### src/design/f2x_pkg.sv
/* float to fixed shared definitions */
package f2x_pkg;

    // default formats are fixed Q8.8 and a half-like float
    localparam int DEF_INT_W  = 8;
    localparam int DEF_FRAC_W = 8;
    localparam int DEF_EXP_W  = 5;
    localparam int DEF_MANT_W = 10;

    // wide enough for EXP_W up to 6
    localparam int SHIFT_W = 8;

    // positive shifts left, negative shifts right
    typedef logic signed [SHIFT_W-1:0] shift_t;

    typedef logic [1:0] fp_class_t;

    // exponent zero flushes and all ones is inf or nan
    localparam fp_class_t CLS_ZERO    = 2'd0;
    localparam fp_class_t CLS_NORMAL  = 2'd1;
    localparam fp_class_t CLS_SPECIAL = 2'd2;

endpackage

### src/design/float_decoder.sv
/* float field decode, stage 1 */
`timescale 1ns/1ns
module float_decoder #(
    parameter int EXP_W  = f2x_pkg::DEF_EXP_W,
    parameter int MANT_W = f2x_pkg::DEF_MANT_W
) (
    input  logic                  clk,
    input  logic                  rst_n,
    input  logic                  in_valid,
    input  logic [EXP_W+MANT_W:0] float_in,
    output logic                  d_valid,
    output logic                  d_sign,
    output logic [EXP_W-1:0]      d_exponent,
    output logic [MANT_W:0]       d_mantissa,
    output f2x_pkg::fp_class_t    d_class
);
    import f2x_pkg::*;

    logic [EXP_W-1:0]  exp_field;
    logic [MANT_W-1:0] mant_field;
    fp_class_t         cls;

    assign exp_field  = float_in[EXP_W+MANT_W-1:MANT_W];
    assign mant_field = float_in[MANT_W-1:0];

    always_comb begin
        if (exp_field == '0) begin
            cls = CLS_ZERO;
        end else if (&exp_field) begin
            cls = CLS_SPECIAL;
        end else begin
            cls = CLS_NORMAL;
        end
    end

    always_ff @(posedge clk) begin
        if (!rst_n) begin
            d_valid <= 1'b0;
        end else begin
            d_valid <= in_valid;
        end
    end

    always_ff @(posedge clk) begin
        if (in_valid) begin
            d_sign     <= float_in[EXP_W+MANT_W];
            d_exponent <= exp_field;
            // hidden leading one
            d_mantissa <= {1'b1, mant_field};
            d_class    <= cls;
        end
    end

endmodule

### src/design/shift_amount_calc.sv
/* shift amount, stage 2 */
`timescale 1ns/1ns
module shift_amount_calc #(
    parameter int EXP_W  = f2x_pkg::DEF_EXP_W,
    parameter int MANT_W = f2x_pkg::DEF_MANT_W,
    parameter int FRAC_W = f2x_pkg::DEF_FRAC_W
) (
    input  logic               clk,
    input  logic               rst_n,
    input  logic               d_valid,
    input  logic               d_sign,
    input  logic [EXP_W-1:0]   d_exponent,
    input  logic [MANT_W:0]    d_mantissa,
    input  f2x_pkg::fp_class_t d_class,
    output logic               s_valid,
    output logic               s_sign,
    output f2x_pkg::shift_t    s_shift,
    output logic [MANT_W:0]    s_mantissa,
    output f2x_pkg::fp_class_t s_class
);
    import f2x_pkg::*;

    localparam int BIAS = (1 << (EXP_W - 1)) - 1;
    // moves the mantissa lsb onto the fixed-point lsb
    localparam int OFFSET = FRAC_W - MANT_W - BIAS;

    shift_t shift_next;

    assign shift_next = shift_t'(int'(d_exponent) + OFFSET);

    always_ff @(posedge clk) begin
        if (!rst_n) begin
            s_valid <= 1'b0;
        end else begin
            s_valid <= d_valid;
        end
    end

    always_ff @(posedge clk) begin
        if (d_valid) begin
            s_sign     <= d_sign;
            s_shift    <= shift_next;
            s_mantissa <= d_mantissa;
            s_class    <= d_class;
        end
    end

endmodule

### src/design/mantissa_shifter.sv
/* barrel shifter, stage 3 */
`timescale 1ns/1ns
module mantissa_shifter #(
    parameter int MANT_W = f2x_pkg::DEF_MANT_W,
    parameter int INT_W  = f2x_pkg::DEF_INT_W,
    parameter int FRAC_W = f2x_pkg::DEF_FRAC_W
) (
    input  logic                            clk,
    input  logic                            rst_n,
    input  logic                            s_valid,
    input  logic                            s_sign,
    input  f2x_pkg::shift_t                 s_shift,
    input  logic [MANT_W:0]                 s_mantissa,
    input  f2x_pkg::fp_class_t              s_class,
    output logic                            b_valid,
    output logic                            b_sign,
    output logic [MANT_W+INT_W+FRAC_W:0]    b_mag,
    output f2x_pkg::fp_class_t              b_class
);
    import f2x_pkg::*;

    localparam int OUT_W = MANT_W + INT_W + FRAC_W + 1;
    // largest left shift that keeps the leading one inside the field
    localparam int LEFT_MAX = INT_W + FRAC_W;

    logic               shift_left;
    logic [SHIFT_W-1:0] abs_shift;
    logic [OUT_W-1:0]   lsh [SHIFT_W+1];
    logic [OUT_W-1:0]   rsh [SHIFT_W+1];
    logic [OUT_W-1:0]   mag_next;

    assign shift_left = ~s_shift[SHIFT_W-1];
    assign abs_shift  = shift_left ? s_shift : -s_shift;

    assign lsh[0] = {{(OUT_W-MANT_W-1){1'b0}}, s_mantissa};
    assign rsh[0] = {{(OUT_W-MANT_W-1){1'b0}}, s_mantissa};

    // one mux layer per shift bit
    for (genvar i = 0; i < SHIFT_W; i++) begin : g_layer
        assign lsh[i+1] = abs_shift[i] ? (lsh[i] << (2 ** i)) : lsh[i];
        assign rsh[i+1] = abs_shift[i] ? (rsh[i] >> (2 ** i)) : rsh[i];
    end

    always_comb begin
        if (!shift_left) begin
            // truncates toward zero
            mag_next = rsh[SHIFT_W];
        end else if (abs_shift > LEFT_MAX) begin
            // bits would fall off the top so force saturation downstream
            mag_next = '1;
        end else begin
            mag_next = lsh[SHIFT_W];
        end
    end

    always_ff @(posedge clk) begin
        if (!rst_n) begin
            b_valid <= 1'b0;
        end else begin
            b_valid <= s_valid;
        end
    end

    always_ff @(posedge clk) begin
        if (s_valid) begin
            b_sign  <= s_sign;
            b_mag   <= mag_next;
            b_class <= s_class;
        end
    end

endmodule

### src/design/fixed_postproc.sv
/* saturation and sign, stage 4 */
`timescale 1ns/1ns
module fixed_postproc #(
    parameter int INT_W  = f2x_pkg::DEF_INT_W,
    parameter int FRAC_W = f2x_pkg::DEF_FRAC_W,
    parameter int MANT_W = f2x_pkg::DEF_MANT_W
) (
    input  logic                         clk,
    input  logic                         rst_n,
    input  logic                         b_valid,
    input  logic                         b_sign,
    input  logic [MANT_W+INT_W+FRAC_W:0] b_mag,
    input  f2x_pkg::fp_class_t           b_class,
    output logic                         out_valid,
    output logic [INT_W+FRAC_W-1:0]      fixed_out,
    output logic                         overflow
);
    import f2x_pkg::*;

    localparam int W     = INT_W + FRAC_W;
    localparam int OUT_W = MANT_W + W + 1;

    // magnitude limit is 2^(W-1) for negative and one less for positive
    localparam logic [OUT_W-1:0] NEG_LIM  = {{(OUT_W-1){1'b0}}, 1'b1} << (W - 1);
    localparam logic [OUT_W-1:0] POS_LIM  = NEG_LIM - 1'b1;
    localparam logic [W-1:0]     MAX_CODE = {1'b0, {(W-1){1'b1}}};
    localparam logic [W-1:0]     MIN_CODE = {1'b1, {(W-1){1'b0}}};

    logic [OUT_W-1:0] limit;
    logic [W-1:0]     sat_code;
    logic [W-1:0]     fixed_next;
    logic             ovf_next;

    assign limit    = b_sign ? NEG_LIM : POS_LIM;
    assign sat_code = b_sign ? MIN_CODE : MAX_CODE;

    always_comb begin
        case (b_class)
            CLS_ZERO: begin
                fixed_next = '0;
                ovf_next   = 1'b0;
            end
            CLS_SPECIAL: begin
                fixed_next = sat_code;
                ovf_next   = 1'b1;
            end
            default: begin
                if (b_mag > limit) begin
                    fixed_next = sat_code;
                    ovf_next   = 1'b1;
                end else begin
                    fixed_next = b_sign ? -b_mag[W-1:0] : b_mag[W-1:0];
                    ovf_next   = 1'b0;
                end
            end
        endcase
    end

    always_ff @(posedge clk) begin
        if (!rst_n) begin
            out_valid <= 1'b0;
            overflow  <= 1'b0;
        end else begin
            out_valid <= b_valid;
            overflow  <= b_valid & ovf_next;
        end
    end

    always_ff @(posedge clk) begin
        if (b_valid) begin
            fixed_out <= fixed_next;
        end
    end

endmodule

### src/design/float_to_fixed.sv
/* float to fixed converter */
`timescale 1ns/1ns
module float_to_fixed #(
    parameter int INT_W  = f2x_pkg::DEF_INT_W,
    parameter int FRAC_W = f2x_pkg::DEF_FRAC_W,
    parameter int EXP_W  = f2x_pkg::DEF_EXP_W,
    parameter int MANT_W = f2x_pkg::DEF_MANT_W
) (
    input  logic                    clk,
    input  logic                    rst_n,
    input  logic                    in_valid,
    input  logic [EXP_W+MANT_W:0]   float_in,
    output logic                    out_valid,
    output logic [INT_W+FRAC_W-1:0] fixed_out,
    output logic                    overflow
);
    import f2x_pkg::*;

    // stage 1 outputs
    logic                         d_valid;
    logic                         d_sign;
    logic [EXP_W-1:0]             d_exponent;
    logic [MANT_W:0]              d_mantissa;
    fp_class_t                    d_class;

    // stage 2 outputs
    logic                         s_valid;
    logic                         s_sign;
    shift_t                       s_shift;
    logic [MANT_W:0]              s_mantissa;
    fp_class_t                    s_class;

    // stage 3 outputs
    logic                         b_valid;
    logic                         b_sign;
    logic [MANT_W+INT_W+FRAC_W:0] b_mag;
    fp_class_t                    b_class;

    float_decoder #(
        .EXP_W (EXP_W),
        .MANT_W(MANT_W)
    ) u_float_decoder (
        .clk       (clk),
        .rst_n     (rst_n),
        .in_valid  (in_valid),
        .float_in  (float_in),
        .d_valid   (d_valid),
        .d_sign    (d_sign),
        .d_exponent(d_exponent),
        .d_mantissa(d_mantissa),
        .d_class   (d_class)
    );

    shift_amount_calc #(
        .EXP_W (EXP_W),
        .MANT_W(MANT_W),
        .FRAC_W(FRAC_W)
    ) u_shift_amount_calc (
        .clk       (clk),
        .rst_n     (rst_n),
        .d_valid   (d_valid),
        .d_sign    (d_sign),
        .d_exponent(d_exponent),
        .d_mantissa(d_mantissa),
        .d_class   (d_class),
        .s_valid   (s_valid),
        .s_sign    (s_sign),
        .s_shift   (s_shift),
        .s_mantissa(s_mantissa),
        .s_class   (s_class)
    );

    mantissa_shifter #(
        .MANT_W(MANT_W),
        .INT_W (INT_W),
        .FRAC_W(FRAC_W)
    ) u_mantissa_shifter (
        .clk       (clk),
        .rst_n     (rst_n),
        .s_valid   (s_valid),
        .s_sign    (s_sign),
        .s_shift   (s_shift),
        .s_mantissa(s_mantissa),
        .s_class   (s_class),
        .b_valid   (b_valid),
        .b_sign    (b_sign),
        .b_mag     (b_mag),
        .b_class   (b_class)
    );

    fixed_postproc #(
        .INT_W (INT_W),
        .FRAC_W(FRAC_W),
        .MANT_W(MANT_W)
    ) u_fixed_postproc (
        .clk      (clk),
        .rst_n    (rst_n),
        .b_valid  (b_valid),
        .b_sign   (b_sign),
        .b_mag    (b_mag),
        .b_class  (b_class),
        .out_valid(out_valid),
        .fixed_out(fixed_out),
        .overflow (overflow)
    );

endmodule

### config.mk
export PLATFORM = sky130hd
export DESIGN_NAME = float_to_fixed
export DESIGN_NICKNAME = d
export VERILOG_FILES = /design/src/design/f2x_pkg.sv /design/src/design/float_decoder.sv /design/src/design/shift_amount_calc.sv /design/src/design/mantissa_shifter.sv /design/src/design/fixed_postproc.sv /design/src/design/float_to_fixed.sv
export SDC_FILE = /design/constraint.sdc
export NUM_CORES = 1
export LEC_CHECK = 0
export BUFFER_PORTS_ARGS = -buffer_cell sky130_fd_sc_hd__buf_2
export CORE_ASPECT_RATIO = 1.25
export CORE_MARGIN = 1.5
export CORE_UTILIZATION = 60
export CTS_CLUSTER_DIAMETER = 50
export DETAILED_ROUTE_END_ITERATION = 6
export GPL_TIMING_DRIVEN = 0
export MAX_ROUTING_LAYER = met4
export PLACE_DENSITY = 0.8
export SYNTH_ARGS = -nofsm -noshare
export SYNTH_HDL_FRONTEND = slang
export SYNTH_SLANG_ARGS = --single-unit
### constraint.sdc
create_clock -name clk -period 7.1 [get_ports clk]
set_input_delay 1.42 -clock clk [delete_from_list [all_inputs] [get_ports clk]]
set_output_delay 1.42 -clock clk [all_outputs]
set_load 0.02 [all_outputs]
* After elaboration in Yosys (flattened, before gate mapping)
Index checks and enable logic that the tools add are counted.
W data, S select, Z words.
** Operators by class
- Add/sub/neg operators :: 3
- Reduce and logical (&&, ||, !) cells :: 3
- Equality and inequality tests :: 1
- Order comparisons :: 2
- Bitwise logic cells :: 1
- Multiplexer cells :: 27
** Operator list (number)
- $mux W27 :: 16
- $mux W16 :: 4
- $pmux W16 S2 :: 1
- $gt A27 B27 Y1 :: 1
- $neg A16 Y16 :: 1
- $mux W12 :: 1
- $mux W11 :: 1
- $gt A8 B5 Y1 const B :: 1
- $mux W8 :: 1
- $neg A8 Y8 :: 1
- $add A6 B6 Y7 const B :: 1
- $logic_not A5 Y1 :: 1
- $reduce_and A5 Y1 :: 1
- $eq A2 B2 Y1 const B :: 1
- $logic_not A2 Y1 :: 1
- $mux W2 :: 1
- $pmux W1 S2 :: 1
- $and A1 B1 Y1 :: 1
- $mux W1 :: 1
** Storage, ports and cells
- Bits in registers :: 90

* Longest topological paths before layout
- Depth after elaboration :: 12
- Depth in mapped cells :: 12

* Modules after synthesis
From an unflattened synthesis, not the netlist that was laid out.
** Second synthesis, totals
- Cell total of the unflattened synthesis :: 497
- Area, all modules :: 5600.4 um^2
** Modules (own cells, without submodules)
- mantissa_shifter :: area an instance 2655.0 um^2, cells each 279, times used 1
- fixed_postproc :: area an instance 1584.0 um^2, cells each 157, times used 1
- shift_amount_calc :: area an instance 752.0 um^2, cells each 35, times used 1
- float_decoder :: area an instance 609.3 um^2, cells each 26, times used 1

* Least setup slack after synthesis
Ideal clock, no wire load.
- Kind :: reg2reg
- Start point :: register u_mantissa_shifter.b_sign
- End point :: register u_fixed_postproc.fixed_out[0] (data pin)
- Clock period less this slack :: 3.197 ns
- Cell stages (with the launch flop) :: 12
- Setup time :: 0.169 ns
- Path buffers :: 3
- Path slack :: 3.903 ns
- Arrival time :: 3.027 ns
- Required time :: 6.931 ns
- Cell sequence :: edfxtp_1 -> clkbuf_1 -> inv_1 -> buf_1 -> ha_1 -> and3_1 -> a221o_1 -> mux2_2 -> o2bb2ai_1 -> clkbuf_1 -> nand3_1 -> o31ai_1
** Between the ends
- Word-level cells in the longest chain between the ends :: 4
** Ends and longest elaborated chain
- start, declared :: line mantissa_shifter.sv:16 : output logic b_sign,
- start signal, assigned :: line mantissa_shifter.sv:66 : b_sign <= s_sign;
- $mux W16 :: line fixed_postproc.sv:34, fixed_postproc.sv:35
- $gt A27 B27 Y1 :: line fixed_postproc.sv:48 : if (b_mag > limit) begin
- $mux W16 :: line fixed_postproc.sv:48
- $pmux W16 S2 * :: line fixed_postproc.sv:38 : case (b_class)
- named net u_fixed_postproc.fixed_next[0] :: line fixed_postproc.sv:31 : logic [W-1:0] fixed_next;
- end signal, assigned :: line fixed_postproc.sv:71 : fixed_out <= fixed_next;
- end, declared :: line fixed_postproc.sv:15 : output logic [INT_W+FRAC_W-1:0] fixed_out,
The timed path passes the listed nets; every way through them passes the cells marked *.
A chain may end at the register's enable or synchronous reset.

* Final worst setup path
Ends and elaborated chain as after synthesis.

==> impl_metrics.env <==
export IMPL_drcViolationCount=0
export IMPL_drt_first_iter_violations=291
export IMPL_grt_pass1_wl_mm=20.3
export IMPL_r2r_slack_ps=2950
export IMPL_layout_common_cells="84 x edfxtp_1, 48 x buf_2, 47 x nand2_1, 39 x nor2_1, 38 x nand3_1"
export IMPL_clock_path_buffers=2
export IMPL_hold_path_class="flip-flop to flip-flop"
export IMPL_placed_cell_area_sq_mm=0.00575
export IMPL_finalHoldViolCount=0
export IMPL_peakVddDrop_uv=162
export IMPL_std_cell_rows=38
export IMPL_cap_violations=0
export IMPL_holdPathEnd="u_shift_amount_calc.s_mantissa[8]$_DFFE_PP_"
export IMPL_worst_path_max_fanout=15
export IMPL_grt_antenna_before_repair=0
export IMPL_whs_path_depth=0
export IMPL_fin_total_pwr_mw=1.25
export IMPL_synth_flop_cell="edfxtp_1"
export IMPL_place_gp_congestion=0.963
export IMPL_drive_gt1_frac=0.183
export IMPL_r2r_start="u_mantissa_shifter.b_sign$_DFFE_PP_"
export IMPL_avgViaCountPerCell=6.36
export IMPL_grt_max_degree=32
export IMPL_rsz0062_at_grt="no"
export IMPL_clk_pin_slew_ps=100
export IMPL_dieArea_sq_mm=0.00962
export IMPL_clock_skew_ps=14.9
export IMPL_powerDensity_mw_per_mm2=210
export IMPL_grt_pass1_vias=4110
export IMPL_start_kind="flip-flop"
export IMPL_synth_area_sq_mm=0.00542
export IMPL_crit_type="flip-flop to flip-flop"
export IMPL_synth_area_per_cell_sq_um=10.8
export IMPL_area_delta_synth_final_pct=9.67
export IMPL_syn_inst=504
export IMPL_finalCritPeriodShare=0.585
export IMPL_r2r_end="u_fixed_postproc.fixed_out[0]$_DFFE_PP_"
export IMPL_wl_per_cell_um=18.9
export IMPL_cts_tree="built"
export IMPL_via_count=4300
export IMPL_fin_area_sq_mm=0.00594
export IMPL_die_h_um=109
export IMPL_fmax_mhz=241
export IMPL_io_pins=37
export IMPL_min_delay_start="u_float_decoder.d_mantissa[8]$_DFFE_PP_"
export IMPL_setup_viol=0
export IMPL_dp_cells=660
export IMPL_instances_no_fill=676
export IMPL_synth_edff_count=84
export IMPL_wl_mm=12.8
export IMPL_synthArstFlopShare=0
export IMPL_hpwlAfterDp_mm=9.69
export IMPL_crit_required_ps=7300
export IMPL_cts_root_buffer="clkbuf_8"
export IMPL_postCtsSetupBuffers=0
export IMPL_synth_nets=542
export IMPL_worst_slew_margin_rel=0.126
export IMPL_fin_nets=589
export IMPL_clk_latency_ps=370
export IMPL_n_antenna_cell=0
export IMPL_initial_core_util=0.620
export IMPL_grt_util_all_layers=0.290
export IMPL_layout_commonest_cell="edfxtp_1"
export IMPL_holdWs_ps=426
export IMPL_cts_resized=0
export IMPL_end_kind="flip-flop"
export IMPL_clock_sinks=89
export IMPL_yosysSeqAreaShare=0.484
export IMPL_ctsHoldBuffers=0
export IMPL_dieWidth_um=88.0
export IMPL_io_buffers=36
export IMPL_r2r_cells=11
export IMPL_cts_made_buffers=9
export IMPL_status="finished, final reports clean"
export IMPL_ant_nets=0
export IMPL_ys_warn_count=0
export IMPL_core_sq_mm=0.00875
export IMPL_yosys_cell_types_count=61
export IMPL_overflow=0
export IMPL_tns_ps=0
export IMPL_leakage_nw=2.22
export IMPL_fin_crit_ps=4150
export IMPL_finalMaxSlewViolations=0
export IMPL_worstMarginPinSlew_ps=1310
export IMPL_dr_pass1_iters=6
export IMPL_arrival_ps=4350
export IMPL_cts_htree_levels=3
export IMPL_ys_ff_latch=89
==> metrics by stage <==
step                setup WS, ps  utilization
floorplan                   3900            -
global placement            2960        0.657
detailed placement          2990        0.657
CTS                         2960        0.679
global route                2600        0.679
finish                      2950        0.679
==> area by class of cell <==
type / count / area, sq um
multi-input cells: 371 / 2610
fillers: 698 / 2800
plain buffers: 31 / 139
repair buffers: 36 / 180
inverters: 13 / 48.8
flip-flops and latches: 89 / 2620
clock inverters: 7 / 70.1
well taps: 120 / 150
clock buffers: 9 / 124
==> where the power goes <==
| group | switching, mW | internal [mW] | leakage, nW |
|---|---|---|---|
| logic | 0.177 | 0.106 | 1.29 |
| clock network | 0.199 | 0.137 | 0.0955 |
| registers | 0.0245 | 0.608 | 0.832 |
==> worst max-delay path by stage <==
stage                                                         end                                 from  cells after the start  slack [ps]
final                     u_fixed_postproc.fixed_out[0]$_DFFE_PP_  u_mantissa_shifter.b_sign$_DFFE_PP_                     11        2950
after global routing      u_fixed_postproc.fixed_out[0]$_DFFE_PP_  u_mantissa_shifter.b_sign$_DFFE_PP_                     11        2600
after CTS                 u_fixed_postproc.fixed_out[0]$_DFFE_PP_  u_mantissa_shifter.b_sign$_DFFE_PP_                     11        2960
after detailed placement  u_fixed_postproc.fixed_out[0]$_DFFE_PP_  u_mantissa_shifter.b_sign$_DFFE_PP_                     11        2990
after global placement    u_fixed_postproc.fixed_out[0]$_DFFE_PP_  u_mantissa_shifter.b_sign$_DFFE_PP_                     11        2960
after floorplan           u_fixed_postproc.fixed_out[0]$_DFFE_PP_  u_mantissa_shifter.b_sign$_DFFE_PP_                     11        3900
==> per-layer routing <==
layer / track usage / share of wire
met5: - / 0
met4: 0.117 / 0.032
met3: 0.0636 / 0.063
met2: 0.479 / 0.50
met1: 0.343 / 0.40
==> logic make-up after synthesis <==
| kind of cell | count (synthesis) | synth area share |
|---|---|---|
| DFF | 89 | 0.484 |
| buffers and inverters | 44 | 0.0346 |
| and+or+nand+nor | 185 | 0.169 |
| AOI/OAI and AO/OA | 109 | 0.135 |
| adders and majority gates | 19 | 0.0439 |
| xor gates and xnor gates | 9 | 0.0208 |
| muxes | 49 | 0.113 |
==> synthesized netlist by cell type, drive strengths merged (7+ instances only) <==
cell type / n / area, sq um
a21oi: 25 / 136
clkbuf: 15 / 56.3
xor2: 7 / 80.1
nand2: 48 / 183
o21ai: 28 / 140
mux2i: 24 / 240
nand3: 38 / 190
nor3: 17 / 90.1
or3: 7 / 43.8
inv: 13 / 48.8
mux4: 8 / 180
buf: 16 / 82.6
edfxtp: 84 / 2520
nor2: 39 / 146
ha: 19 / 238
mux2: 17 / 191
==> registers in the layout, summed over array words and instances (netlist names) <==
register	flops
u_mantissa_shifter.b_valid	1
u_float_decoder.d_exponent	5
u_shift_amount_calc.s_class	2
u_shift_amount_calc.s_shift	7
u_mantissa_shifter.b_mag	27
u_fixed_postproc.fixed_out	16
u_float_decoder.d_sign	1
u_shift_amount_calc.s_sign	1
u_float_decoder.d_mantissa	10
u_shift_amount_calc.s_valid	1
u_float_decoder.d_valid	1
u_mantissa_shifter.b_sign	1
u_shift_amount_calc.s_mantissa	10
u_mantissa_shifter.b_class	2
u_float_decoder.d_class	2
u_fixed_postproc.out_valid	1
u_fixed_postproc.overflow	1
==> critical path, cell delays in order, from the launching register on <==
cell and delay, ps:
edfxtp_1 750, clkbuf_1 330, inv_1 180, buf_1 320, ha_1 400, and3_1 190, a221o_1 320, mux2_2 280
o2bb2ai_1 470, clkbuf_1 470, nand3_1 140, o31ai_1 110
(Power assumes the default switching activity.)
